<file path="src/hdl/dsi_macros.svh">
`ifndef DSI_MACROS_SVH
`define DSI_MACROS_SVH

// DSI data types used by the video path
`define DSI_DT_VSS          6'h01
`define DSI_DT_HSS          6'h21
`define DSI_DT_BLANKING     6'h19
`define DSI_DT_PPS24        6'h3E

// payload byte of blanking packets
`define DSI_BLANK_BYTE      8'h55

// reflected CCITT CRC-16 with the low byte sent first
`define DSI_CRC_INIT        16'hFFFF
`define DSI_CRC_POLY        16'h8408

`define DSI_MAX_LANES       4
`define DSI_HDR_QUEUE_DEPTH 4

// header plus checksum of a long packet, in bytes
`define DSI_PKT_OVERHEAD    16'd6

`endif

</file>
<file path="src/hdl/dsi_pkg.sv">
`default_nettype none

package dsi_pkg;

    typedef struct packed {
        logic [1:0] vc;                 // virtual channel
        logic [5:0] dt;                 // data type
    } dsi_data_id_t;

    // one header word read as a long or a short packet
    typedef union packed {
        struct packed {
            logic [15:0]  word_count;   // payload bytes
            dsi_data_id_t data_id;
        } long_view;
        struct packed {
            logic [7:0]   data1;
            logic [7:0]   data0;
            dsi_data_id_t data_id;
        } short_view;
    } dsi_header_u;

    typedef struct packed {
        logic [15:0] line_bytes;        // bytes in one line
        logic [15:0] hbp_bytes;         // back porch blanking word count
        logic [15:0] hfp_bytes;         // front porch blanking word count
        logic [15:0] pixels;            // pixels per active line
        logic [15:0] vbp_lines;
        logic [15:0] active_lines;
        logic [15:0] vfp_lines;
    } video_timing_t;

    typedef struct packed {
        logic [31:0] data;              // first stream byte in 7:0
        logic [2:0]  nbytes;            // 1 to 4
    } lane_word_t;

endpackage

`default_nettype wire

</file>
<file path="src/hdl/packet_ecc.sv">
`timescale 1ns/1ps
`default_nettype none

module packet_ecc (
    input  wire dsi_pkg::dsi_header_u header,
    output logic [7:0]               ecc
);

    // header bits covered by each parity bit P0..P5
    localparam logic [23:0] PARITY_MASK [6] = '{
        24'hF12CB7,
        24'hF2555B,
        24'h749A6D,
        24'hB8E38E,
        24'hDF03F0,
        24'hEFFC00
    };

    always_comb
    begin
        ecc = 8'h00;                                             // bits 7:6 stay zero
        for (int i = 0; i < 6; i++)
        begin
            ecc[i] = ^(header & PARITY_MASK[i]);
        end
    end

endmodule

`default_nettype wire

</file>
<file path="src/hdl/packet_crc.sv">
`timescale 1ns/1ps
`default_nettype none

`include "dsi_macros.svh"

module packet_crc (
    input  wire                 clk,
    input  wire                 rst_n,
    input  wire                 clear,
    input  wire                 update,
    input  wire dsi_pkg::lane_word_t word,
    output logic [15:0]         crc
);

    logic [15:0] crc_next;
    logic        fb;

    // LSB first over the valid bytes of the word
    always_comb
    begin
        crc_next = crc;
        fb       = 1'b0;
        for (int i = 0; i < 32; i++)
        begin
            if (i < 8 * int'(word.nbytes))
            begin
                fb       = crc_next[0] ^ word.data[i];
                crc_next = {1'b0, crc_next[15:1]} ^ ({16{fb}} & `DSI_CRC_POLY);
            end
        end
    end

    always_ff @(posedge clk or negedge rst_n)
    begin
        if (!rst_n)
            crc <= `DSI_CRC_INIT;
        else if (clear)
            crc <= `DSI_CRC_INIT;                                // new packet
        else if (update)
            crc <= crc_next;
    end

endmodule

`default_nettype wire

</file>
<file path="src/hdl/frame_sequencer.sv">
`timescale 1ns/1ps
`default_nettype none

`include "dsi_macros.svh"

module frame_sequencer (
    input  wire                    clk,
    input  wire                    rst_n,
    input  wire                    streaming_enable,
    input  wire dsi_pkg::video_timing_t timing,
    input  wire                    hdr_full,
    output logic                   hdr_write,
    output dsi_pkg::dsi_header_u   hdr_in
);

    localparam logic [3:0] ST_IDLE      = 4'd0;
    localparam logic [3:0] ST_VSS       = 4'd1;
    localparam logic [3:0] ST_VSS_BL    = 4'd2;
    localparam logic [3:0] ST_HSS_BACK  = 4'd3;
    localparam logic [3:0] ST_BACK_BL   = 4'd4;
    localparam logic [3:0] ST_HSS_ACT   = 4'd5;
    localparam logic [3:0] ST_HBP       = 4'd6;
    localparam logic [3:0] ST_RGB       = 4'd7;
    localparam logic [3:0] ST_HFP       = 4'd8;
    localparam logic [3:0] ST_HSS_FRONT = 4'd9;
    localparam logic [3:0] ST_FRONT_BL  = 4'd10;

    logic [3:0]  state;
    logic [3:0]  state_next;
    logic [3:0]  after_write;
    logic [3:0]  back_next;
    logic [3:0]  front_next;
    logic [15:0] vbp_cnt;
    logic [15:0] act_cnt;
    logic [15:0] vfp_cnt;
    logic [15:0] line_blank_wc;

    // whole line minus the sync packet and the blanking overhead
    assign line_blank_wc = timing.line_bytes - 16'd4 - `DSI_PKT_OVERHEAD;

    assign front_next = (vfp_cnt != 16'd0) ? ST_HSS_FRONT :
                        (streaming_enable ? ST_VSS : ST_IDLE);   // end of frame
    assign back_next  = (vbp_cnt != 16'd0) ? ST_HSS_BACK :
                        ((act_cnt != 16'd0) ? ST_HSS_ACT : front_next);

    assign hdr_write  = (state != ST_IDLE) && !hdr_full;         // one header per state
    assign state_next = (state == ST_IDLE || hdr_write) ? after_write : state;

    always_comb
    begin
        case (state)
            ST_IDLE:      after_write = streaming_enable ? ST_VSS : ST_IDLE;
            ST_VSS:       after_write = ST_VSS_BL;
            ST_VSS_BL,
            ST_BACK_BL:   after_write = back_next;
            ST_HSS_BACK:  after_write = ST_BACK_BL;
            ST_HSS_ACT:   after_write = ST_HBP;
            ST_HBP:       after_write = ST_RGB;
            ST_RGB:       after_write = ST_HFP;
            ST_HFP:       after_write = (act_cnt != 16'd0) ? ST_HSS_ACT : front_next;
            ST_HSS_FRONT: after_write = ST_FRONT_BL;
            ST_FRONT_BL:  after_write = front_next;
            default:      after_write = ST_IDLE;
        endcase
    end

    always_ff @(posedge clk or negedge rst_n)
    begin
        if (!rst_n)
            state <= ST_IDLE;
        else
            state <= state_next;
    end

    // line counters count the lines still to start in each region
    always_ff @(posedge clk or negedge rst_n)
    begin
        if (!rst_n)
        begin
            vbp_cnt <= '0;
            act_cnt <= '0;
            vfp_cnt <= '0;
        end
        else if (state_next == ST_VSS)
        begin
            vbp_cnt <= timing.vbp_lines;
            act_cnt <= timing.active_lines;
            vfp_cnt <= timing.vfp_lines;
        end
        else if (hdr_write)
        begin
            if (state_next == ST_HSS_BACK)
                vbp_cnt <= vbp_cnt - 16'd1;
            if (state_next == ST_HSS_ACT)
                act_cnt <= act_cnt - 16'd1;
            if (state_next == ST_HSS_FRONT)
                vfp_cnt <= vfp_cnt - 16'd1;
        end
    end

    always_comb
    begin
        hdr_in = '0;                                             // vc stays 0
        case (state)
            ST_VSS, ST_HSS_BACK, ST_HSS_ACT, ST_HSS_FRONT:
            begin
                hdr_in.short_view.data_id.dt = (state == ST_VSS) ? `DSI_DT_VSS : `DSI_DT_HSS;
                hdr_in.short_view.data1      = 8'h00;
                hdr_in.short_view.data0      = 8'h00;
            end
            ST_VSS_BL, ST_BACK_BL, ST_FRONT_BL:
            begin
                hdr_in.long_view.data_id.dt = `DSI_DT_BLANKING;
                hdr_in.long_view.word_count = line_blank_wc;
            end
            ST_HBP, ST_HFP:
            begin
                hdr_in.long_view.data_id.dt = `DSI_DT_BLANKING;
                hdr_in.long_view.word_count = (state == ST_HBP) ? timing.hbp_bytes :
                                                                  timing.hfp_bytes;
            end
            ST_RGB:
            begin
                hdr_in.long_view.data_id.dt = `DSI_DT_PPS24;
                hdr_in.long_view.word_count = timing.pixels * 16'd3;   // 3 bytes per pixel
            end
            default:
                hdr_in = '0;
        endcase
    end

    // timing fields feed the word counts and hold while streaming
    a_timing_stable: assert property (@(posedge clk) disable iff (!rst_n)
        state != ST_IDLE |=> $stable(timing));

endmodule

`default_nettype wire

</file>
<file path="src/hdl/header_queue.sv">
`timescale 1ns/1ps
`default_nettype none

`include "dsi_macros.svh"

module header_queue (
    input  wire                  clk,
    input  wire                  rst_n,
    input  wire                  hdr_write,
    input  wire dsi_pkg::dsi_header_u hdr_in,
    input  wire                  hdr_read,
    output dsi_pkg::dsi_header_u hdr_out,
    output logic                 hdr_full,
    output logic                 hdr_empty
);

    localparam int DEPTH = `DSI_HDR_QUEUE_DEPTH;
    localparam int PW    = $clog2(DEPTH);

    dsi_pkg::dsi_header_u mem [DEPTH];
    logic [PW-1:0] wr_ptr;
    logic [PW-1:0] rd_ptr;
    logic [PW:0]   fill;
    logic          do_write;
    logic          do_read;

    assign do_write  = hdr_write && !hdr_full;
    assign do_read   = hdr_read && !hdr_empty;
    assign hdr_full  = (fill == (PW+1)'(DEPTH));
    assign hdr_empty = (fill == '0);
    assign hdr_out   = mem[rd_ptr];                              // head of queue

    always_ff @(posedge clk)
    begin
        if (do_write)
            mem[wr_ptr] <= hdr_in;
    end

    always_ff @(posedge clk or negedge rst_n)
    begin
        if (!rst_n)
        begin
            wr_ptr <= '0;
            rd_ptr <= '0;
            fill   <= '0;
        end
        else
        begin
            if (do_write)
                wr_ptr <= wr_ptr + 1'b1;                         // wraps at depth
            if (do_read)
                rd_ptr <= rd_ptr + 1'b1;
            fill <= fill + do_write - do_read;
        end
    end

    // the serializer only pops a header it has seen
    a_no_empty_read: assert property (@(posedge clk) disable iff (!rst_n)
        hdr_read |-> !hdr_empty);

endmodule

`default_nettype wire

</file>
<file path="src/hdl/packet_serializer.sv">
`timescale 1ns/1ps
`default_nettype none

`include "dsi_macros.svh"

module packet_serializer (
    input  wire                  clk,
    input  wire                  rst_n,
    input  wire dsi_pkg::dsi_header_u hdr_out,
    input  wire                  hdr_empty,
    output logic                 hdr_read,
    input  wire [31:0]           pix_data,
    input  wire                  pix_empty,
    output logic                 pix_read,
    input  wire                  word_take,
    output logic                 word_valid,
    output dsi_pkg::lane_word_t  word
);

    localparam logic [2:0] ST_IDLE   = 3'd0;
    localparam logic [2:0] ST_HEADER = 3'd1;
    localparam logic [2:0] ST_PIX    = 3'd2;
    localparam logic [2:0] ST_BLANK  = 3'd3;
    localparam logic [2:0] ST_CRC    = 3'd4;

    logic [2:0]          state;
    logic [2:0]          state_next;
    logic [2:0]          pkt_end_next;
    logic [15:0]         bytes_left;
    logic [2:0]          chunk;
    logic                last_chunk;
    logic                hdr_long;
    logic                src_ready;
    logic                slot_free;
    logic                word_load;
    logic                crc_clear;
    logic                crc_update;
    logic [7:0]          ecc;
    logic [15:0]         crc;
    dsi_pkg::lane_word_t word_d;

    packet_ecc ecc_i (
        .header (hdr_out),
        .ecc    (ecc)
    );

    packet_crc crc_i (
        .clk    (clk),
        .rst_n  (rst_n),
        .clear  (crc_clear),
        .update (crc_update),
        .word   (word_d),
        .crc    (crc)
    );

    assign hdr_long   = hdr_out.long_view.data_id.dt[3];         // long types have bit 3 set
    assign last_chunk = (bytes_left <= 16'd4);
    assign chunk      = last_chunk ? bytes_left[2:0] : 3'd4;
    assign slot_free  = !word_valid || word_take;
    assign word_load  = slot_free && src_ready;
    assign hdr_read   = word_load && (state == ST_HEADER);
    assign pix_read   = word_load && (state == ST_PIX);
    assign crc_clear  = hdr_read;
    assign crc_update = word_load && (state == ST_PIX || state == ST_BLANK);
    assign pkt_end_next = hdr_empty ? ST_IDLE : ST_HEADER;

    always_comb
    begin
        case (state)
            ST_HEADER:        src_ready = !hdr_empty;
            ST_PIX:           src_ready = !pix_empty;
            ST_BLANK, ST_CRC: src_ready = 1'b1;
            default:          src_ready = 1'b0;
        endcase
    end

    always_comb
    begin
        word_d = '0;
        case (state)
            ST_HEADER:
            begin
                word_d.data   = {ecc, hdr_out};
                word_d.nbytes = 3'd4;
            end
            ST_PIX:
            begin
                word_d.data   = pix_data;                        // low bytes on a short last word
                word_d.nbytes = chunk;
            end
            ST_BLANK:
            begin
                word_d.data   = {4{`DSI_BLANK_BYTE}};
                word_d.nbytes = chunk;
            end
            ST_CRC:
            begin
                word_d.data   = {16'h0000, crc};                 // low byte first
                word_d.nbytes = 3'd2;
            end
            default:
                word_d = '0;
        endcase
    end

    always_comb
    begin
        state_next = state;
        case (state)
            ST_IDLE:
                state_next = hdr_empty ? ST_IDLE : ST_HEADER;
            ST_HEADER:
                if (word_load)
                begin
                    if (!hdr_long)
                        state_next = pkt_end_next;
                    else if (hdr_out.long_view.word_count == 16'd0)
                        state_next = ST_CRC;
                    else if (hdr_out.long_view.data_id.dt == `DSI_DT_PPS24)
                        state_next = ST_PIX;
                    else
                        state_next = ST_BLANK;
                end
            ST_PIX, ST_BLANK:
                if (word_load && last_chunk)
                    state_next = ST_CRC;
            ST_CRC:
                if (word_load)
                    state_next = pkt_end_next;
            default:
                state_next = ST_IDLE;
        endcase
    end

    always_ff @(posedge clk or negedge rst_n)
    begin
        if (!rst_n)
        begin
            state      <= ST_IDLE;
            word_valid <= 1'b0;
            bytes_left <= '0;
        end
        else
        begin
            state <= state_next;
            if (word_load)
                word_valid <= 1'b1;
            else if (word_take)
                word_valid <= 1'b0;
            if (hdr_read)
                bytes_left <= hdr_out.long_view.word_count;
            else if (crc_update)
                bytes_left <= last_chunk ? 16'd0 : bytes_left - 16'd4;
        end
    end

    always_ff @(posedge clk)
    begin
        if (word_load)
            word <= word_d;
    end

    // payload states always have bytes left to send
    a_payload_left: assert property (@(posedge clk) disable iff (!rst_n)
        (state == ST_PIX || state == ST_BLANK) |-> bytes_left != 16'd0);

endmodule

`default_nettype wire

</file>
<file path="src/hdl/lane_packer.sv">
`timescale 1ns/1ps
`default_nettype none

`include "dsi_macros.svh"

module lane_packer (
    input  wire                 clk,
    input  wire                 rst_n,
    input  wire [2:0]           lanes_number,
    input  wire                 word_valid,
    input  wire dsi_pkg::lane_word_t word,
    output logic                word_take,
    input  wire [3:0]           lanes_full,
    output logic [31:0]         lanes_data,
    output logic [3:0]          lanes_write
);

    localparam int SR_BYTES = 2 * `DSI_MAX_LANES;

    logic [8*SR_BYTES-1:0] sr_q;
    logic [8*SR_BYTES-1:0] sr_d;
    logic [3:0]            cnt_q;
    logic [3:0]            cnt_d;
    logic [3:0]            lanes;
    logic [3:0]            out_n;
    logic [3:0]            leaving;
    logic [3:0]            rem;
    logic                  beat_ok;
    logic                  beat;
    logic                  load;

    assign lanes   = {1'b0, lanes_number};
    assign out_n   = (cnt_q >= lanes) ? lanes : cnt_q;
    // partial beat only when nothing more is offered
    assign beat_ok = (cnt_q >= lanes) || (cnt_q != 4'd0 && !word_valid);
    assign beat    = beat_ok && !(|lanes_full);                  // any full lane stalls all
    assign leaving = beat ? out_n : 4'd0;
    assign rem     = cnt_q - leaving;

    assign word_take = (rem <= 4'(SR_BYTES - 4));                // room for a whole word
    assign load      = word_valid && word_take;

    assign lanes_data  = sr_q[31:0];
    // 4'd1 << 4 wraps to zero and gives all four lanes
    assign lanes_write = beat ? ((4'd1 << out_n) - 4'd1) : 4'd0;

    always_comb
    begin
        sr_d  = sr_q >> (8 * leaving);
        cnt_d = rem;
        if (load)
        begin
            for (int j = 0; j < 4; j++)
            begin
                if (j < int'(word.nbytes))
                    sr_d[8 * (rem + j) +: 8] = word.data[8 * j +: 8];   // append behind kept bytes
            end
            cnt_d = rem + 4'(word.nbytes);
        end
    end

    always_ff @(posedge clk)
    begin
        sr_q <= sr_d;
    end

    always_ff @(posedge clk or negedge rst_n)
    begin
        if (!rst_n)
            cnt_q <= '0;
        else
            cnt_q <= cnt_d;
    end

    // the serializer never offers an empty or oversized word
    a_nbytes_range: assert property (@(posedge clk) disable iff (!rst_n)
        word_valid |-> word.nbytes inside {[3'd1:3'd4]});

endmodule

`default_nettype wire

</file>
<file path="src/hdl/packet_assembler.sv">
`timescale 1ns/1ps
`default_nettype none

module packet_assembler (
    input  wire                 clk,
    input  wire                 rst_n,
    input  wire                 streaming_enable,
    input  wire [2:0]           lanes_number,
    input  wire dsi_pkg::video_timing_t timing,
    input  wire [31:0]          pix_data,
    input  wire                 pix_empty,
    output wire                 pix_read,
    output wire [31:0]          lanes_data,
    output wire [3:0]           lanes_write,
    input  wire [3:0]           lanes_full
);

    logic                 hdr_write;
    logic                 hdr_full;
    logic                 hdr_read;
    logic                 hdr_empty;
    dsi_pkg::dsi_header_u hdr_in;
    dsi_pkg::dsi_header_u hdr_out;
    logic                 word_valid;
    logic                 word_take;
    dsi_pkg::lane_word_t  word;

    frame_sequencer seq_i (
        .clk              (clk),
        .rst_n            (rst_n),
        .streaming_enable (streaming_enable),
        .timing           (timing),
        .hdr_full         (hdr_full),
        .hdr_write        (hdr_write),
        .hdr_in           (hdr_in)
    );

    header_queue queue_i (
        .clk       (clk),
        .rst_n     (rst_n),
        .hdr_write (hdr_write),
        .hdr_in    (hdr_in),
        .hdr_read  (hdr_read),
        .hdr_out   (hdr_out),
        .hdr_full  (hdr_full),
        .hdr_empty (hdr_empty)
    );

    packet_serializer ser_i (
        .clk        (clk),
        .rst_n      (rst_n),
        .hdr_out    (hdr_out),
        .hdr_empty  (hdr_empty),
        .hdr_read   (hdr_read),
        .pix_data   (pix_data),
        .pix_empty  (pix_empty),
        .pix_read   (pix_read),
        .word_take  (word_take),
        .word_valid (word_valid),
        .word       (word)
    );

    lane_packer pack_i (
        .clk          (clk),
        .rst_n        (rst_n),
        .lanes_number (lanes_number),
        .word_valid   (word_valid),
        .word         (word),
        .word_take    (word_take),
        .lanes_full   (lanes_full),
        .lanes_data   (lanes_data),
        .lanes_write  (lanes_write)
    );

endmodule

`default_nettype wire

</file>
<file path="config.mk">
export PLATFORM = sky130hd
export DESIGN_NAME = packet_assembler
export DESIGN_NICKNAME = d
export VERILOG_FILES = /design/src/hdl/dsi_pkg.sv /design/src/hdl/packet_ecc.sv /design/src/hdl/packet_crc.sv /design/src/hdl/frame_sequencer.sv /design/src/hdl/header_queue.sv /design/src/hdl/packet_serializer.sv /design/src/hdl/lane_packer.sv /design/src/hdl/packet_assembler.sv
export VERILOG_INCLUDE_DIRS = /design/src /design/src/hdl
export SDC_FILE = /design/constraint.sdc
export NUM_CORES = 1
export LEC_CHECK = 0
export ABC_AREA = 1
export BUFFER_PORTS_ARGS = -buffer_cell sky130_fd_sc_hd__buf_2
export CORE_ASPECT_RATIO = 0.7
export CORE_MARGIN = 2
export CORE_UTILIZATION = 55
export CTS_CLUSTER_DIAMETER = 100
export DETAILED_ROUTE_END_ITERATION = 8
export GPL_TIMING_DRIVEN = 0
export PLACE_DENSITY = 0.84
export SLEW_MARGIN = 30
export SYNTH_ARGS = -nofsm -noshare
export SYNTH_HDL_FRONTEND = slang
export SYNTH_HIERARCHICAL = 1
export SYNTH_SLANG_ARGS = --single-unit
</file>
<file path="constraint.sdc">
create_clock -name clk -period 6.1 [get_ports clk]
set_input_delay 1.22 -clock clk [delete_from_list [all_inputs] [get_ports clk]]
set_output_delay 1.22 -clock clk [all_outputs]
set_load 0.01 [all_outputs]
</file>
==> metrics.md <==
| Metric | Value |
|---|---|
| Outcome | `complete, no violations` |
| Clock-pin slew on the worst setup and hold paths | `about 0.060 ns` |
| CTS tree | `yes` |
| WL/cell | `21.1 um` |
| Vias | `31.0k` |
| Core area | `around 48,000 um2` |
| Main area contributors after synthesis | `nand2_1 (21%), edfxtp_1 (15%), nand3_1 (8.8%)` |
| FFs w/ async S/R, synth | `0.337` |
| Compound-gate portion of the synthesized area | `0.117` |
| Worst path slowest cell | `nor2_2` |
| Tightest Pin Transition | `approximately 1.1 ns` |
| Buffers on Ports | `approximately 190` |
| Worst R2R End | `ser_i/crc_i/crc[10]` |
| Pin count of the biggest net entering global routing | `59` |
| Yosys top cell area share | `0.214` |
| Worst skew pair latency | `about 0.57 ns` |
| Total CTS buffers | `34` |
| Post-synthesis adder-cell area fraction | `0.0273` |
| Setup violators final | `0` |
| Clock Tree Buf Depth | `3` |
| Worst slew margin | `0.281` |
| Layout cells sized above 1 | `0.151` |
| Type of origin of the critical path | `input port` |
| Post-synthesis register bit count | `just under 300` |
| Worst EP required | `6.52 ns` |
| TritonCTS Sinks | `294` |
| Synth unique cells | `70` |
| Fin crit period | `5.94 ns` |
| CTS Hold Bufs | `0` |
| Levels on crit path | `31` |
| Clock root cell | `clkbuf_16` |
| R2R depth | `45` |
| Vias in the first global route | `between 20k and 30k` |
| Ys flop type | `edfxtp_1` |
| Most frequent CP cell | `nand2_1` |
| 1st-iter DRT viols | `4,704` |
| Crit end category | `flop` |
| F_max | `168 MHz` |
| Synth Area in Simple Gates | `0.412` |
| Fin crit share | `0.974` |
| WP buf/inv | `9` |
| DPL Wire Length | `slightly below 90,000 um` |
| Worst hold slack | `0.479 ns` |
| Crit Path Class | `in -> reg` |
| Area Overhead vs Synth | `14.3%` |
| Area leader, netlist | `nand2_1` |
| Synth Area per Inst | `roughly 6.2 um2` |
| Hold Path Sink | `queue_i/rd_ptr[1]` |
| Chip height | `approximately 190 um` |
| GRT Overall Usage | `0.428` |
| Global-route wire length before repair | `about 160,000 um` |
| Fill cells | `4,584` |
| DR pass1 iterations | `6` |
| Delay-heaviest family, CP | `simple AND/OR/NAND/NOR gates` |
| Worst Path Max Fanout | `10` |
| Chip Width | `approximately 270 um` |
| Total number of yosys warnings | `6` |
| Worst EP arrival | `about 6.4 ns` |
| Largest family of logic cells by synthesized area | `simple AND/OR/NAND/NOR gates` |
| Final Hold Viols | `0` |
| Post-synth EDFFs | `between 100 and 150` |
| Synthesized cell area | `around 27,000 um2` |
| Final antenna-violating net count | `0` |
| Synth Area in XOR/XNOR | `0.0355` |
| Mapped Cells | `between 4k and 5k` |
| Initial antenna violation count | `6` |
| Worst min path class | `reg -> reg` |
| Hold Path Origin | `queue_i/rd_ptr[1]` |
| CP max stage delay | `0.43 ns` |
| CTS H-tree depth | `2` |
| Via density | `5.89` |
| Nets | `4,802` |
| Placer Congestion | `1.13` |
| Rows | `67` |
| Max-Cap Viols | `0` |
| Post-synthesis mux area share | `0` |
| Register area share after synthesis | `0.288` |
| RSZ-0062 raised after global routing | `yes` |
| GRT overflow | `0` |
| Worst hold stages | `2` |
| Reg-to-reg slack, setup | `around 0.22 ns` |
| Clk_skew | `~0.04 ns` |
| Initial Utilization | `0.558` |
| Pins over their slew limit | `0` |
| Reg2reg start | `ser_i/bytes_left[2]` |
| # DRC | `0` |
| Die ar. | `~50,000 um2` |
| IO Pins | `roughly 190` |
| Routed WL | `roughly 110,000 um` |
-- how the worst max path moves through the flow --
stage	startpoint	end	slack (ns)
floorplan	lanes_number[1]	pack_i/sr_q[7]	0.19
finish	lanes_number[2]	pack_i/sr_q[42]	0.16
detailed placement	lanes_number[2]	pack_i/sr_q[6]	-1.82
CTS	lanes_number[2]	pix_read	0.01
global placement	lanes_number[1]	pack_i/sr_q[5]	-1.80
global route	ser_i/bytes_left[4]	ser_i/crc_i/crc[8]	-0.10
-- state kept, by name (all words and copies together), names as in the netlist --
register and count:
pack_i/cnt_q 4, pack_i/sr_q 64, queue_i/fill 3, queue_i/mem 96
queue_i/rd_ptr 2, queue_i/wr_ptr 2, seq_i/act_cnt 16, seq_i/state 4
seq_i/vbp_cnt 16, seq_i/vfp_cnt 16, ser_i/bytes_left 16, ser_i/crc_i/crc 16
ser_i/state 3, ser_i/word 35, ser_i/word_valid 1
-- per-stage QoR --
stage,setup slack (ns),setup TNS (ns),utilization,cells,cell area (um2)
6_report,0.161,0,0.638,5274,30600
5_1_grt,-0.101,-0.454,0.638,5273,30600
3_3_place_gp,-1.80,-129.76,0.595,5174,28500
4_1_cts,0.0131,0,0.626,5247,30000
3_5_place_dp,-1.82,-122.09,0.598,5179,28700
2_1_floorplan,0.192,0,-,4328,26800
-- tightest hold or removal path, stage by stage (launching register included) --
cell     delay [ns]
dfrtp_1        0.35
nand2_1        0.06
nand2_1        0.04
-- cell usage after synthesis (9+ instances only) --
| library cell | count |
|---|---|
| nand2_1 | 1527 |
| inv_1 | 494 |
| nand3_1 | 473 |
| nor2_1 | 359 |
| o21ai_0 | 210 |
| edfxtp_1 | 131 |
| a21oi_1 | 128 |
| o21ai_1 | 85 |
| dfrtp_1 | 83 |
| buf_2 | 67 |
| xor2_1 | 66 |
| dfxtp_1 | 64 |
| buf_4 | 56 |
| o211ai_1 | 55 |
| inv_2 | 53 |
| ha_1 | 52 |
| nand4_1 | 52 |
| clkbuf_1 | 48 |
| nand2_2 | 37 |
| xnor2_1 | 32 |
| nor3_1 | 27 |
| nor2_2 | 17 |
| dfstp_2 | 16 |
| nand3b_1 | 16 |
| nand3_2 | 15 |
| buf_1 | 12 |
| buf_6 | 12 |
| a31oi_1 | 10 |
| or2_2 | 9 |
-- routing by layer --
| layer | share of wire | track usage |
|---|---|---|
| met1 | 0.42 | 0.634 |
| met2 | 0.38 | 0.562 |
| met3 | 0.18 | 0.193 |
| met4 | 0.022 | 0.0836 |
| met5 | 0.0013 | 0.0164 |
-- cells by family after synthesis --
family	Yosys count
buffers and inverters	747
and+or+nand+nor	2575
AOI/OAI and AO/OA	549
adders and majority gates	56
other	2
xor gates and xnor gates	103
DFF	294
-- layout make-up --
| type | instances | area (um2) | share of cell area |
|---|---|---|---|
| Sequential cell | 294 | 7710 | 0.252 |
| Timing Repair Buffer | 230 | 1360 | 0.0444 |
| Inverter | 551 | 2080 | 0.0679 |
| Antenna cell | 2 | 5.00 | 0.000164 |
| Buffer | 193 | 1170 | 0.0382 |
| Multi-Input combinational cell | 3287 | 16300 | 0.531 |
| Clock inverter | 18 | 200 | 0.00654 |
| Tap cell | 655 | 820 | 0.0268 |
| Clock buffer | 44 | 991 | 0.0324 |
-- cells in the final DEF, fill, tap and decap left out, types with 8 or more instances in the layout --
cell type	count
a21oi_1	127
nor2_1	348
buf_6	14
edfxtp_1	131
clkbuf_16	36
o21ai_0	208
xor2_1	65
nand2_2	48
a31oi_1	10
nand2_1	1509
buf_2	251
inv_1	489
nor2_2	17
buf_1	11
dfrtp_1	83
dfxtp_1	64
ha_1	48
nand2_4	12
xnor2_1	30
nor3_1	23
nor2_4	19
nand3_4	8
nand3_2	28
nand4_1	52
nand3b_1	16
buf_4	90
dfstp_2	16
inv_2	55
o21ai_1	85
o211ai_1	55
clkbuf_1	39
nand3_1	457
or2_2	9
-- what timing repair did --
item                       CTS  global route
setup buffers                8            26
gates resized for setup     28            96
pin swaps                    6            21
setup endpoints to repair   84            81
cloned                       0             0
Power is not shown: default switching activity piles up to over one toggle a cycle in this logic, so the estimate is an artifact.
